File: src/fetch_settings.svh
`ifndef FETCH_SETTINGS_SVH
`define FETCH_SETTINGS_SVH

// pc loaded on reset
`define RESET_PC 32'h1ECEB000

// instruction queue entries
`define IQ_DEPTH 8

// credits held by decode after reset
`define FETCH_CREDITS 4

// 64-bit beats per 256-bit line
`define BEATS_PER_LINE 4

// word index within a line
`define WORD_SEL_BITS 3

`endif
File: src/fetch_pkg.sv
`include "fetch_settings.svh"

package fetch_pkg;

    typedef logic [31:0]  addr_t;   // byte address
    typedef logic [31:0]  inst_t;   // one instruction word
    typedef logic [63:0]  beat_t;   // one memory beat
    typedef logic [255:0] line_t;   // word k at bit 32k, beat k at bit 64k

    typedef logic [`WORD_SEL_BITS-1:0] word_sel_t;  // word slot in a line

    // pc and instruction pair handed to decode
    typedef struct packed {
        addr_t pc;
        inst_t inst;
    } fetch_entry_t;

    // line request machine in fetch_ctrl
    typedef enum logic [1:0] {
        REQ,        // read raised towards memory
        WAIT,       // burst accepted, line pending
        PUSH,       // walking words into the queue
        DISCARD     // burst made stale by a redirect
    } fetch_state_t;

endpackage

File: src/fetch_top.sv
`timescale 1ns/1ps

module fetch_top (
    input  logic                    clk,
    input  logic                    rst,
    output fetch_pkg::addr_t        bmem_addr_o,
    output logic                    bmem_read_o,
    input  logic                    bmem_ready_i,
    input  fetch_pkg::beat_t        bmem_rdata_i,
    input  logic                    bmem_rvalid_i,
    input  logic                    redirect_i,
    input  fetch_pkg::addr_t        redirect_pc_i,
    input  logic                    credit_return_i,
    output logic                    out_valid_o,
    output fetch_pkg::fetch_entry_t out_entry_o
);
    import fetch_pkg::*;

    line_t        line;
    logic         line_valid;
    logic         iq_full;
    logic         push;
    fetch_entry_t push_entry;

    cacheline_adapter cacheline_adapter_i (
        .clk           (clk),
        .rst           (rst),
        .bmem_rdata_i  (bmem_rdata_i),
        .bmem_rvalid_i (bmem_rvalid_i),
        .line_o        (line),
        .line_valid_o  (line_valid)
    );

    fetch_ctrl fetch_ctrl_i (
        .clk           (clk),
        .rst           (rst),
        .redirect_i    (redirect_i),
        .redirect_pc_i (redirect_pc_i),
        .bmem_ready_i  (bmem_ready_i),
        .bmem_addr_o   (bmem_addr_o),
        .bmem_read_o   (bmem_read_o),
        .line_i        (line),
        .line_valid_i  (line_valid),
        .iq_full_i     (iq_full),
        .push_o        (push),
        .push_entry_o  (push_entry)
    );

    inst_queue inst_queue_i (
        .clk             (clk),
        .rst             (rst),
        .flush_i         (redirect_i),     // redirect empties the queue
        .push_i          (push),
        .push_entry_i    (push_entry),
        .full_o          (iq_full),
        .credit_return_i (credit_return_i),
        .out_valid_o     (out_valid_o),
        .out_entry_o     (out_entry_o)
    );

endmodule

File: src/inst_queue.sv
`timescale 1ns/1ps
`include "fetch_settings.svh"

module inst_queue (
    input  logic                    clk,
    input  logic                    rst,
    input  logic                    flush_i,
    input  logic                    push_i,
    input  fetch_pkg::fetch_entry_t push_entry_i,
    output logic                    full_o,
    input  logic                    credit_return_i,
    output logic                    out_valid_o,
    output fetch_pkg::fetch_entry_t out_entry_o
);
    import fetch_pkg::*;

    localparam int PTR_BITS  = $clog2(`IQ_DEPTH);
    localparam int CRED_BITS = $clog2(`FETCH_CREDITS + 1);

    fetch_entry_t         entries [`IQ_DEPTH];
    logic [PTR_BITS-1:0]  head;
    logic [PTR_BITS-1:0]  tail;
    logic [PTR_BITS:0]    count;
    logic [CRED_BITS-1:0] credits;     // decode buffer slots still free
    logic                 empty;
    logic                 enq;
    logic                 deliver;

    assign full_o  = (count == (PTR_BITS + 1)'(`IQ_DEPTH));
    assign empty   = (count == '0);
    assign enq     = push_i && !flush_i;    // flush drops a same-cycle push
    assign deliver = !flush_i && !empty && (credits != '0);

    always_ff @(posedge clk) begin
        if (rst) begin
            head        <= '0;
            tail        <= '0;
            count       <= '0;
            credits     <= CRED_BITS'(`FETCH_CREDITS);
            out_valid_o <= 1'b0;
        end else begin
            out_valid_o <= deliver;
            if (flush_i) begin
                head  <= '0;
                tail  <= '0;
                count <= '0;
            end else begin
                if (enq) begin
                    tail <= tail + 1'b1;
                end
                if (deliver) begin
                    head <= head + 1'b1;
                end
                case ({enq, deliver})
                    2'b10:   count <= count + 1'b1;
                    2'b01:   count <= count - 1'b1;
                    default: count <= count;
                endcase
            end
            case ({deliver, credit_return_i})   // credits survive a flush
                2'b10:   credits <= credits - 1'b1;
                2'b01:   credits <= credits + 1'b1;
                default: credits <= credits;
            endcase
        end
    end

    always_ff @(posedge clk) begin
        if (enq) begin
            entries[tail] <= push_entry_i;
        end
        if (deliver) begin
            out_entry_o <= entries[head];
        end
    end

    // decode never hands back more than it was given
    a_credit_max : assert property (
        @(posedge clk) disable iff (rst) credits <= CRED_BITS'(`FETCH_CREDITS)
    );

    // fetch_ctrl must respect full
    a_no_push_full : assert property (
        @(posedge clk) disable iff (rst) full_o |-> !push_i
    );

endmodule

File: src/fetch_ctrl.sv
`timescale 1ns/1ps
`include "fetch_settings.svh"

module fetch_ctrl (
    input  logic                    clk,
    input  logic                    rst,
    input  logic                    redirect_i,
    input  fetch_pkg::addr_t        redirect_pc_i,
    input  logic                    bmem_ready_i,
    output fetch_pkg::addr_t        bmem_addr_o,
    output logic                    bmem_read_o,
    input  fetch_pkg::line_t        line_i,
    input  logic                    line_valid_i,
    input  logic                    iq_full_i,
    output logic                    push_o,
    output fetch_pkg::fetch_entry_t push_entry_o
);
    import fetch_pkg::*;

    localparam int OFS_BITS = `WORD_SEL_BITS + 2;   // byte offset within a line

    fetch_state_t state;
    fetch_state_t state_next;
    addr_t        pc;
    addr_t        pc_next;
    word_sel_t    wsel;
    logic         read_q;
    logic         accepted;
    logic         burst_open;

    assign wsel        = pc[2 +: `WORD_SEL_BITS];
    assign accepted    = read_q && bmem_ready_i;
    assign bmem_read_o = read_q;
    assign bmem_addr_o = {pc[31:OFS_BITS], OFS_BITS'(0)};     // line aligned

    // memory still owes beats after this cycle
    assign burst_open = ((state == REQ) && accepted) ||
                        (((state == WAIT) || (state == DISCARD)) && !line_valid_i);

    // line stays put in the adapter until the next burst
    assign push_o            = (state == PUSH) && !iq_full_i;
    assign push_entry_o.pc   = pc;
    assign push_entry_o.inst = line_i[wsel*$bits(inst_t) +: $bits(inst_t)];

    always_comb begin
        state_next = state;
        pc_next    = pc;
        case (state)
            REQ: begin
                if (accepted) begin
                    state_next = WAIT;
                end
            end
            WAIT: begin
                if (line_valid_i) begin
                    state_next = PUSH;
                end
            end
            PUSH: begin
                if (push_o) begin
                    pc_next = pc + 32'd4;       // word 7 rolls into the next line
                    if (wsel == '1) begin
                        state_next = REQ;
                    end
                end
            end
            DISCARD: begin
                if (line_valid_i) begin
                    state_next = REQ;           // stale line dropped
                end
            end
            default: state_next = REQ;
        endcase
        if (redirect_i) begin
            pc_next    = redirect_pc_i;
            state_next = burst_open ? DISCARD : REQ;
        end
    end

    always_ff @(posedge clk) begin
        if (rst) begin
            state  <= REQ;
            pc     <= `RESET_PC;
            read_q <= 1'b0;
        end else begin
            state  <= state_next;
            pc     <= pc_next;
            read_q <= (state_next == REQ);
        end
    end

    // pending request holds its address until memory takes it
    a_addr_stable : assert property (
        @(posedge clk) disable iff (rst)
        bmem_read_o && !bmem_ready_i && !redirect_i |=> bmem_read_o && $stable(bmem_addr_o)
    );

endmodule

File: src/cacheline_adapter.sv
`timescale 1ns/1ps
`include "fetch_settings.svh"

module cacheline_adapter (
    input  logic             clk,
    input  logic             rst,
    input  fetch_pkg::beat_t bmem_rdata_i,
    input  logic             bmem_rvalid_i,
    output fetch_pkg::line_t line_o,
    output logic             line_valid_o
);
    import fetch_pkg::*;

    localparam int CNT_BITS = $clog2(`BEATS_PER_LINE);

    logic [CNT_BITS-1:0] beat_cnt;      // beats taken so far
    line_t               line_q;
    logic                last_beat;

    assign last_beat = bmem_rvalid_i && (beat_cnt == CNT_BITS'(`BEATS_PER_LINE - 1));
    assign line_o    = line_q;

    always_ff @(posedge clk) begin
        if (rst) begin
            beat_cnt     <= '0;
            line_valid_o <= 1'b0;
        end else begin
            line_valid_o <= last_beat;      // one cycle after the final beat
            if (bmem_rvalid_i) begin
                if (last_beat) begin
                    beat_cnt <= '0;
                end else begin
                    beat_cnt <= beat_cnt + 1'b1;
                end
            end
        end
    end

    // beats arrive in address order so each new one enters at the top
    // and the first beat ends up in the lowest 64 bits
    always_ff @(posedge clk) begin
        if (bmem_rvalid_i) begin
            line_q <= {bmem_rdata_i, line_q[$bits(line_t)-1:$bits(beat_t)]};
        end
    end

    // bursts never overlap, so a completed line is a single pulse
    a_line_pulse : assert property (
        @(posedge clk) disable iff (rst) line_valid_o |=> !line_valid_o
    );

endmodule

File: config.mk
export PLATFORM = sky130hd
export DESIGN_NAME = fetch_top
export DESIGN_NICKNAME = d
export VERILOG_FILES = /design/src/fetch_pkg.sv /design/src/fetch_top.sv /design/src/inst_queue.sv /design/src/fetch_ctrl.sv /design/src/cacheline_adapter.sv
export VERILOG_INCLUDE_DIRS = /design/src
export SDC_FILE = /design/constraint.sdc
export NUM_CORES = 1
export LEC_CHECK = 0
export BUFFER_PORTS_ARGS = -buffer_cell sky130_fd_sc_hd__buf_2
export CAP_MARGIN = 20
export CORE_ASPECT_RATIO = 0.5
export CORE_MARGIN = 3
export CORE_UTILIZATION = 45
export DETAILED_ROUTE_END_ITERATION = 7
export PLACE_DENSITY_LB_ADDON = 0.3
export SYNTH_ARGS = -nofsm -noshare
export SYNTH_HDL_FRONTEND = slang
export SYNTH_SLANG_ARGS = --single-unit
File: constraint.sdc
create_clock -name clk -period 7.8 [get_ports clk]
set_input_delay 0.39 -clock clk [delete_from_list [all_inputs] [get_ports clk]]
set_output_delay 0.39 -clock clk [all_outputs]
set_load 0.02 [all_outputs]
==> Word level (Yosys, flattened, before mapping) <==
Memories as Yosys holds them, arrays and structs flattened. A register that Yosys moved wholly into a read port is not among the register bits.
Index checks and enable logic that the tools add are counted.
Widths: inputs -> output; s select.
{ "word_totals": {"reg_bits": 308, "latch_bits": 0, "ramBits": 512, "rom_bits": 0, "in_bits": 102, "output_inout_bits": 98, "wordCells": 71, "mem_count": 1} }
{ "classes": {"addsub": 8, "mul": 0, "div_mod_pow": 0, "n_lt_le_gt_ge": 0, "eq_ne": 10, "shift": 1, "n_mux": 16, "n_bitwise": 0, "reduce_logical": 24} }
{ "mem_list": {"columns": ["name", "depth", "word_bits", "read_ports", "rd_ports_with_merged_regs", "write_ports", "line", "source"], "rows": [
  ["inst_queue_i.entries", 8, 64, 1, 1, 1, "inst_queue.sv:20", "fetch_entry_t entries [`IQ_DEPTH];"]
]} }
{ "ops": {"columns": ["cell", "n"], "rows": [
  ["$shiftx 256x9->32", 1],
  ["$mux 32", 3],
  ["$add 32x3->32 const B", 1],
  ["$mux 2", 8],
  ["$eq 2x2->1 const B", 5],
  ["$add 3x1->3 const B", 3],
  ["$logic_and 1x1->1", 8],
  ["$pmux 2 s4", 1],
  ["$pmux 4 s2", 1],
  ["$reduce_bool 2->1", 4],
  ["$eq 2x1->1 const B", 3],
  ["$pmux 3 s2", 1],
  ["$add 4x1->4 const B", 1],
  ["$eq 4x4->1 const B", 1],
  ["$logic_not 1->1", 4],
  ["$logic_not 2->1", 2],
  ["$logic_not 4->1", 1],
  ["$sub 4x1->4 const B", 1],
  ["$eq 3x3->1 const B", 1],
  ["$reduce_bool 3->1", 1],
  ["$sub 3x1->3 const B", 1],
  ["$add 2x1->2 const B", 1],
  ["$logic_or 1x1->1", 2],
  ["$mux 1", 2],
  ["other kinds (2)", 2]
]} }

==> Logic depth before layout (Yosys ltp) <==
{ "logic_depth": {"depth_word": 7, "mapped_depth": 11, "mapped_depth_nobuf": 9} }

==> By module <==
Synthesis repeated with hierarchy kept, for this count alone.
{ "hier_totals": {"hier_cells": 1581, "area_unflattened_um2": 34023.9} }
{ "modules_own_cells": {"columns": ["module", "n_inst", "cells_each", "area_each_um2", "seq_area_each_um2"], "rows": [
  ["inst_queue", 1, 893, 21897.3, 17576.9],
  ["cacheline_adapter", 1, 267, 7801.2, 7747.4],
  ["fetch_ctrl", 1, 421, 4325.4, 700.7]
]} }

==> Worst setup path after synthesis <==
OpenSTA, ideal clock, no wires.
{ "synth_path": {"path_type": "input to register", "startpoint": "in redirect_i", "endpoint": "reg inst_queue_i.count[2]", "setup_ns": 0.071, "arrival_ns": 7.074, "required_time_ns": 7.729, "path_slack_ns": 0.655, "cell_stages": 9, "cell_sequence": "clkbuf_1 nor3_1 ha_1 xor2_1 ha_1 a21oi_1 xor2_1 or3_1 a21oi_1"} }
{ "synth_via": {"elab_chain_len": 5, "elab_cells_between_ends": 9, "cone_classes": "2 x eq/ne; 1 x mux; 6 x reduce/logical"} }
{ "synth_rtl": {"columns": ["element", "line", "source"], "rows": [
  ["start, declared", "fetch_top.sv:11", "input logic redirect_i,"],
  ["$logic_not 1->1 *", "inst_queue.sv:32", "assign deliver = !flush_i && !empty && (credits != '0);"],
  ["$logic_and 1x1->1 * (2 in a row)", "inst_queue.sv:32", null],
  ["net inst_queue_i.deliver", "inst_queue.sv:27", "logic deliver;"],
  ["$eq 2x1->1 / $eq 2x2->1 (equally long branches)", "inst_queue.sv:54", "case ({enq, deliver})"],
  ["$pmux 4 s2 / $reduce_bool 2->1 (equally long branches)", null, null],
  ["end signal, assigned", "inst_queue.sv:55", "2'b10: count <= count + 1'b1;"],
  ["end signal, assigned", "inst_queue.sv:56", "2'b01: count <= count - 1'b1;"],
  ["end signal, assigned", "inst_queue.sv:57", "default: count <= count;"],
  ["end, declared", "inst_queue.sv:23", "logic [PTR_BITS:0] count;"]
]} }
Mark *: on every way through the listed nets, which the timed path passes. The rest lies on a longest branch.
A chain may end at the register's enable or synchronous reset.

==> Worst setup path in the final report <==
{ "layout_path": {"startpoint": "reg fetch_ctrl_i.state[1]", "endpoint": "mem inst_queue_i.entries[0][14] (netlist name) (enable)"} }
{ "layout_via": {"elab_chain_len": 5} }
{ "layout_rtl": {"columns": ["element", "line", "source"], "rows": [
  ["start, declared", "fetch_ctrl.sv:22", "fetch_state_t state;"],
  ["start signal, assigned", "fetch_ctrl.sv:86", "state <= state_next;"],
  ["$eq 2x2->1", "fetch_ctrl.sv:41", "assign push_o = (state == PUSH) && !iq_full_i;"],
  ["$logic_and 1x1->1", "fetch_ctrl.sv:41", null],
  ["$logic_and 1x1->1", "inst_queue.sv:31", "assign enq = push_i && !flush_i;"],
  ["$mux 1", "inst_queue.sv:69", "if (enq) begin"],
  ["$mux 1 (not written as such)", "inst_queue.sv:70", "entries[tail] <= push_entry_i;"],
  ["end, declared", "inst_queue.sv:20", null]
]} }
Every way passes these cells.

==> results.py <==
metrics = {
    "outcome": {
        "status": "finished, final reports clean",
    },
    "setup_path": {
        "crit_start": "fetch_ctrl_i.state[1]$_SDFF_PP0_",
        "cp-start-kind": "register",
        "worstReg2RegEnd": "inst_queue_i.entries[0][14]$_DFFE_PP_",
        "path_cells": "nor2b_1 -> nand3_1 -> or2_2 -> nor3_2 -> buf_4",
        "r2r_setup_slack_ns": 4.22,
        "slowest_stage": "buf_4",
        "critPathKind": "reg2reg",
        "worstReg2RegStart": "fetch_ctrl_i.state[1]$_SDFF_PP0_",
        "cp-endpoint": "inst_queue_i.entries[0][14]$_DFFE_PP_",
        "worstPathRequired_ns": 8.04,
        "cp_max_fo": 54,
        "arrival_ns": 3.82,
        "endpoint_kind": "register",
        "reg2reg_depth": 5,
        "max_stage_delay_ns": 0.87,
    },
    "clock_network": {
        "insertion_delay_ns": 0.63,
        "cts_tree": "done",
        "cts_max_level": 3,
        "cts_sinks": 884,
        "numCtsBuffers": 78,
        "cts_buffer_depth": 3,
        "cts-resized-gates": 0,
        "ctsRootBufferMaster": "clkbuf_16",
        "path_clk_slew_ns": 0.07,
    },
    "sta": {
        "setup_viol": 0,
        "finalSetupTns_ns": 0,
        "min_period_ns": 3.58,
        "finalCritPeriodShare": 0.459,
        "fmax_mhz": 279,
        "tightest_slew_ns": 1.11,
        "drv_slew": 0,
        "rsz0062_at_grt": "no",
        "skew_ns": 0.0197,
        "slew_headroom": 0.252,
        "finalHoldViolations": 0,
    },
    "placement": {
        "place_congestion": 0.763,
        "io_buffers": 194,
        "hpwl_um": 37800,
    },
    "synthesis": {
        "synth_edf_count": 832,
        "syn_area_per_cell_um2": 21.8,
        "synth_cell_types": 54,
        "synth-async-reset-ratio": 0,
        "synth_cells": 1544,
        "netlist_area_um2": 33700,
        "ys_seq_area_frac": 0.772,
        "synth_ff_type": "edfxtp_1",
        "ys_seq_elements": 884,
        "yosys_warnings": 0,
    },
    "routing": {
        "post-route-drc-count": 0,
        "drt-wirelength-per-cell_um": 22.9,
        "routed_via_density": 5.44,
        "wl_um": 65200,
        "ant_nets": 0,
        "drt_iter0_drc": 1177,
        "dr_total_vias": 15500,
        "drt_pass1_iterations": 5,
    },
    "finish": {
        "nets": 1922,
        "diodes": 0,
        "drive_gt1_frac": 0.345,
        "fillers": 5660,
        "area_delta_synth_final_pct": 15.3,
    },
    "global_routing": {
        "antenna_found_initial": 0,
        "grt_max_degree": 91,
        "grt-ovfl-total": 0,
        "grt_use_total": 0.168,
        "grt_pass1_wl_um": 98000,
        "grt_pass1_vias": 15700,
    },
    "power_and_ir_drop": {
        "p_sw_uw": 2020,
        "power_frac_seq": 0.565,
        "finalPower_uw": 9670,
        "leakage_uw": 0.0125,
        "irDropWorstVdd_v": 0.000136,
        "swShare": 0.209,
        "clockPowerShare": 0.386,
        "p_int_uw": 7650,
        "comb_power_share": 0.049,
        "power.density_nw_per_um2": 249,
    },
    "run": {
        "cap_violations": 0,
    },
    "die": {
        "coreArea_um2": 73600,
        "row_count": 70,
        "start_util": 0.458,
        "fp.dieH_um": 199,
        "die_area_um2": 78400,
        "die_w_um": 393,
        "ioPinCount": 200,
    },
    "min_path": {
        "worstHoldStart": "redirect_pc_i[26]",
        "min_path_type": "in2reg",
    },
}
[how the worst min path moves through the flow]
stage                                                     endpoint  depth (start not counted)
final                             fetch_ctrl_i.pc[26]$_SDFFE_PP1N_                          2
after global placement     cacheline_adapter_i.line_o[9]$_DFFE_PP_                          0
after CTS                         fetch_ctrl_i.pc[26]$_SDFFE_PP1N_                          2
after floorplan            cacheline_adapter_i.line_o[0]$_DFFE_PP_                          0
after detailed placement  cacheline_adapter_i.line_o[29]$_DFFE_PP_                          0
after global routing              fetch_ctrl_i.pc[26]$_SDFFE_PP1N_                          2
[state kept, by name (all words and copies together) (netlist names)]
signal and count:
cacheline_adapter_i.line_o 256, inst_queue_i.out_entry_o 64, cacheline_adapter_i.beat_cnt 2, fetch_ctrl_i.pc 32
inst_queue_i.out_valid_o 1, cacheline_adapter_i.line_valid_o 1, fetch_ctrl_i.state 2, inst_queue_i.head 3
inst_queue_i.count 4, inst_queue_i.tail 3, inst_queue_i.entries 512, inst_queue_i.credits 3
fetch_ctrl_i.bmem_read_o 1
[stage by stage]
stage          std cells  hold WS [ns]  setup WS, ns   util  instance area (µm²)
2_1_floorplan       1548         0.421         0.655      -                33700
3_3_place_gp        2630         0.422          3.84  0.484                35600
3_5_place_dp        2632         0.429          3.80  0.485                35700
4_1_cts             2843       0.00980          4.20  0.528                38800
5_1_grt             2844        0.0194          3.93  0.528                38800
6_report            2844        0.0408          4.22  0.528                38800
[repair_timing]
item	in CTS	in global routing
endpoints found under the hold margin	69	0
setup buffers	0	0
hold buffers	69	0
[synthesized netlist by cell type (all sizes together) (2+ instances only)]
library cell	number	share of area
a211oi	7	0.0017
and4	3	0.00082
o31a	5	0.0013
nand4	11	0.0024
nand2	18	0.0020
nand2b	3	0.00056
nand3	16	0.0024
and3	3	0.00056
or4b	2	0.00059
mux2	97	0.032
nor4b	2	0.00052
nor2b	4	0.00074
dfxtp	52	0.031
mux4	192	0.13
or2	2	0.00037
o21ai	15	0.0022
clkbuf	37	0.0041
buf	69	0.012
xnor2	16	0.0042
nor2	47	0.0052
a31oi	2	0.00037
ha	9	0.0033
nor3	21	0.0031
nor4	11	0.0030
or3	6	0.0012
a311oi	6	0.0016
xor2	11	0.0029
o22a	3	0.00078
inv	11	0.0012
a21oi	9	0.0013
o22ai	2	0.00037
edfxtp	832	0.74
mux2i	10	0.0030
[layout make-up]
type	count	area, µm²	share of cell area
inverters	11	41.3	0.00106
multi-input cells	547	7150	0.184
flip-flops and latches	884	26000	0.671
repair buffers	288	1930	0.0497
clock inverters	39	383	0.00986
clock buffers	103	2080	0.0534
well taps	972	1220	0.0313
[cell families after synthesis]
| family | count (synthesis) | synth area share |
|---|---|---|
| buffers and inverters | 117 | 0.0176 |
| other | 1 | 0.000111 |
| adders and majority gates | 10 | 0.00394 |
| muxes | 299 | 0.164 |
| and+or+nand+nor | 152 | 0.0243 |
| xor gates and xnor gates | 27 | 0.00702 |
| AOI/OAI and AO/OA | 54 | 0.0109 |
| DFF | 884 | 0.772 |
[placed cells by master, fill, tap and decap left out, drive strengths merged, types with 10 or more instances in the layout]
| cell | synthesis | routed |
|---|---|---|
| nor4 | 11 | 11 |
| mux2 | 97 | 97 |
| nor3 | 21 | 21 |
| inv | 11 | 15 |
| xor2 | 11 | 11 |
| mux2i | 10 | 10 |
| clkbuf | 37 | 103 |
| dfxtp | 52 | 52 |
| edfxtp | 832 | 832 |
| buf | 69 | 219 |
| nand2 | 18 | 18 |
| xnor2 | 16 | 16 |
| dlygate4sd3 | 0 | 69 |
| o21ai | 15 | 15 |
| nand3 | 16 | 16 |
| nor2 | 47 | 47 |
| mux4 | 192 | 192 |
| clkinv | 0 | 28 |
| nand4 | 11 | 11 |
[critical path, delay by kind of cell (launching register included)]
family | cells | cell delay, ns
flops | 1 | 0.39
buf+inv | 1 | 0.87
simple gates | 4 | 1.88
[power groups by stage]
stage                     sequential, µW  combinational [µW]  clock [µW]
after CTS                           5470                 479        3830
after global placement              5560                 440           0
after global routing                5480                 515        4020
after detailed placement            5580                 450           0
final                               5470                 472        3730
after floorplan                     5550                 282           0
[metal layers]
layer	global-route usage	routed length [µm]	vias up
li1	-	-	6890
met1	0.238	28500	8131
met2	0.270	32000	352
met3	0.0281	2880	102
met4	0.0554	1700	0
met5	0	0	-
(Power assumes the default switching activity.)
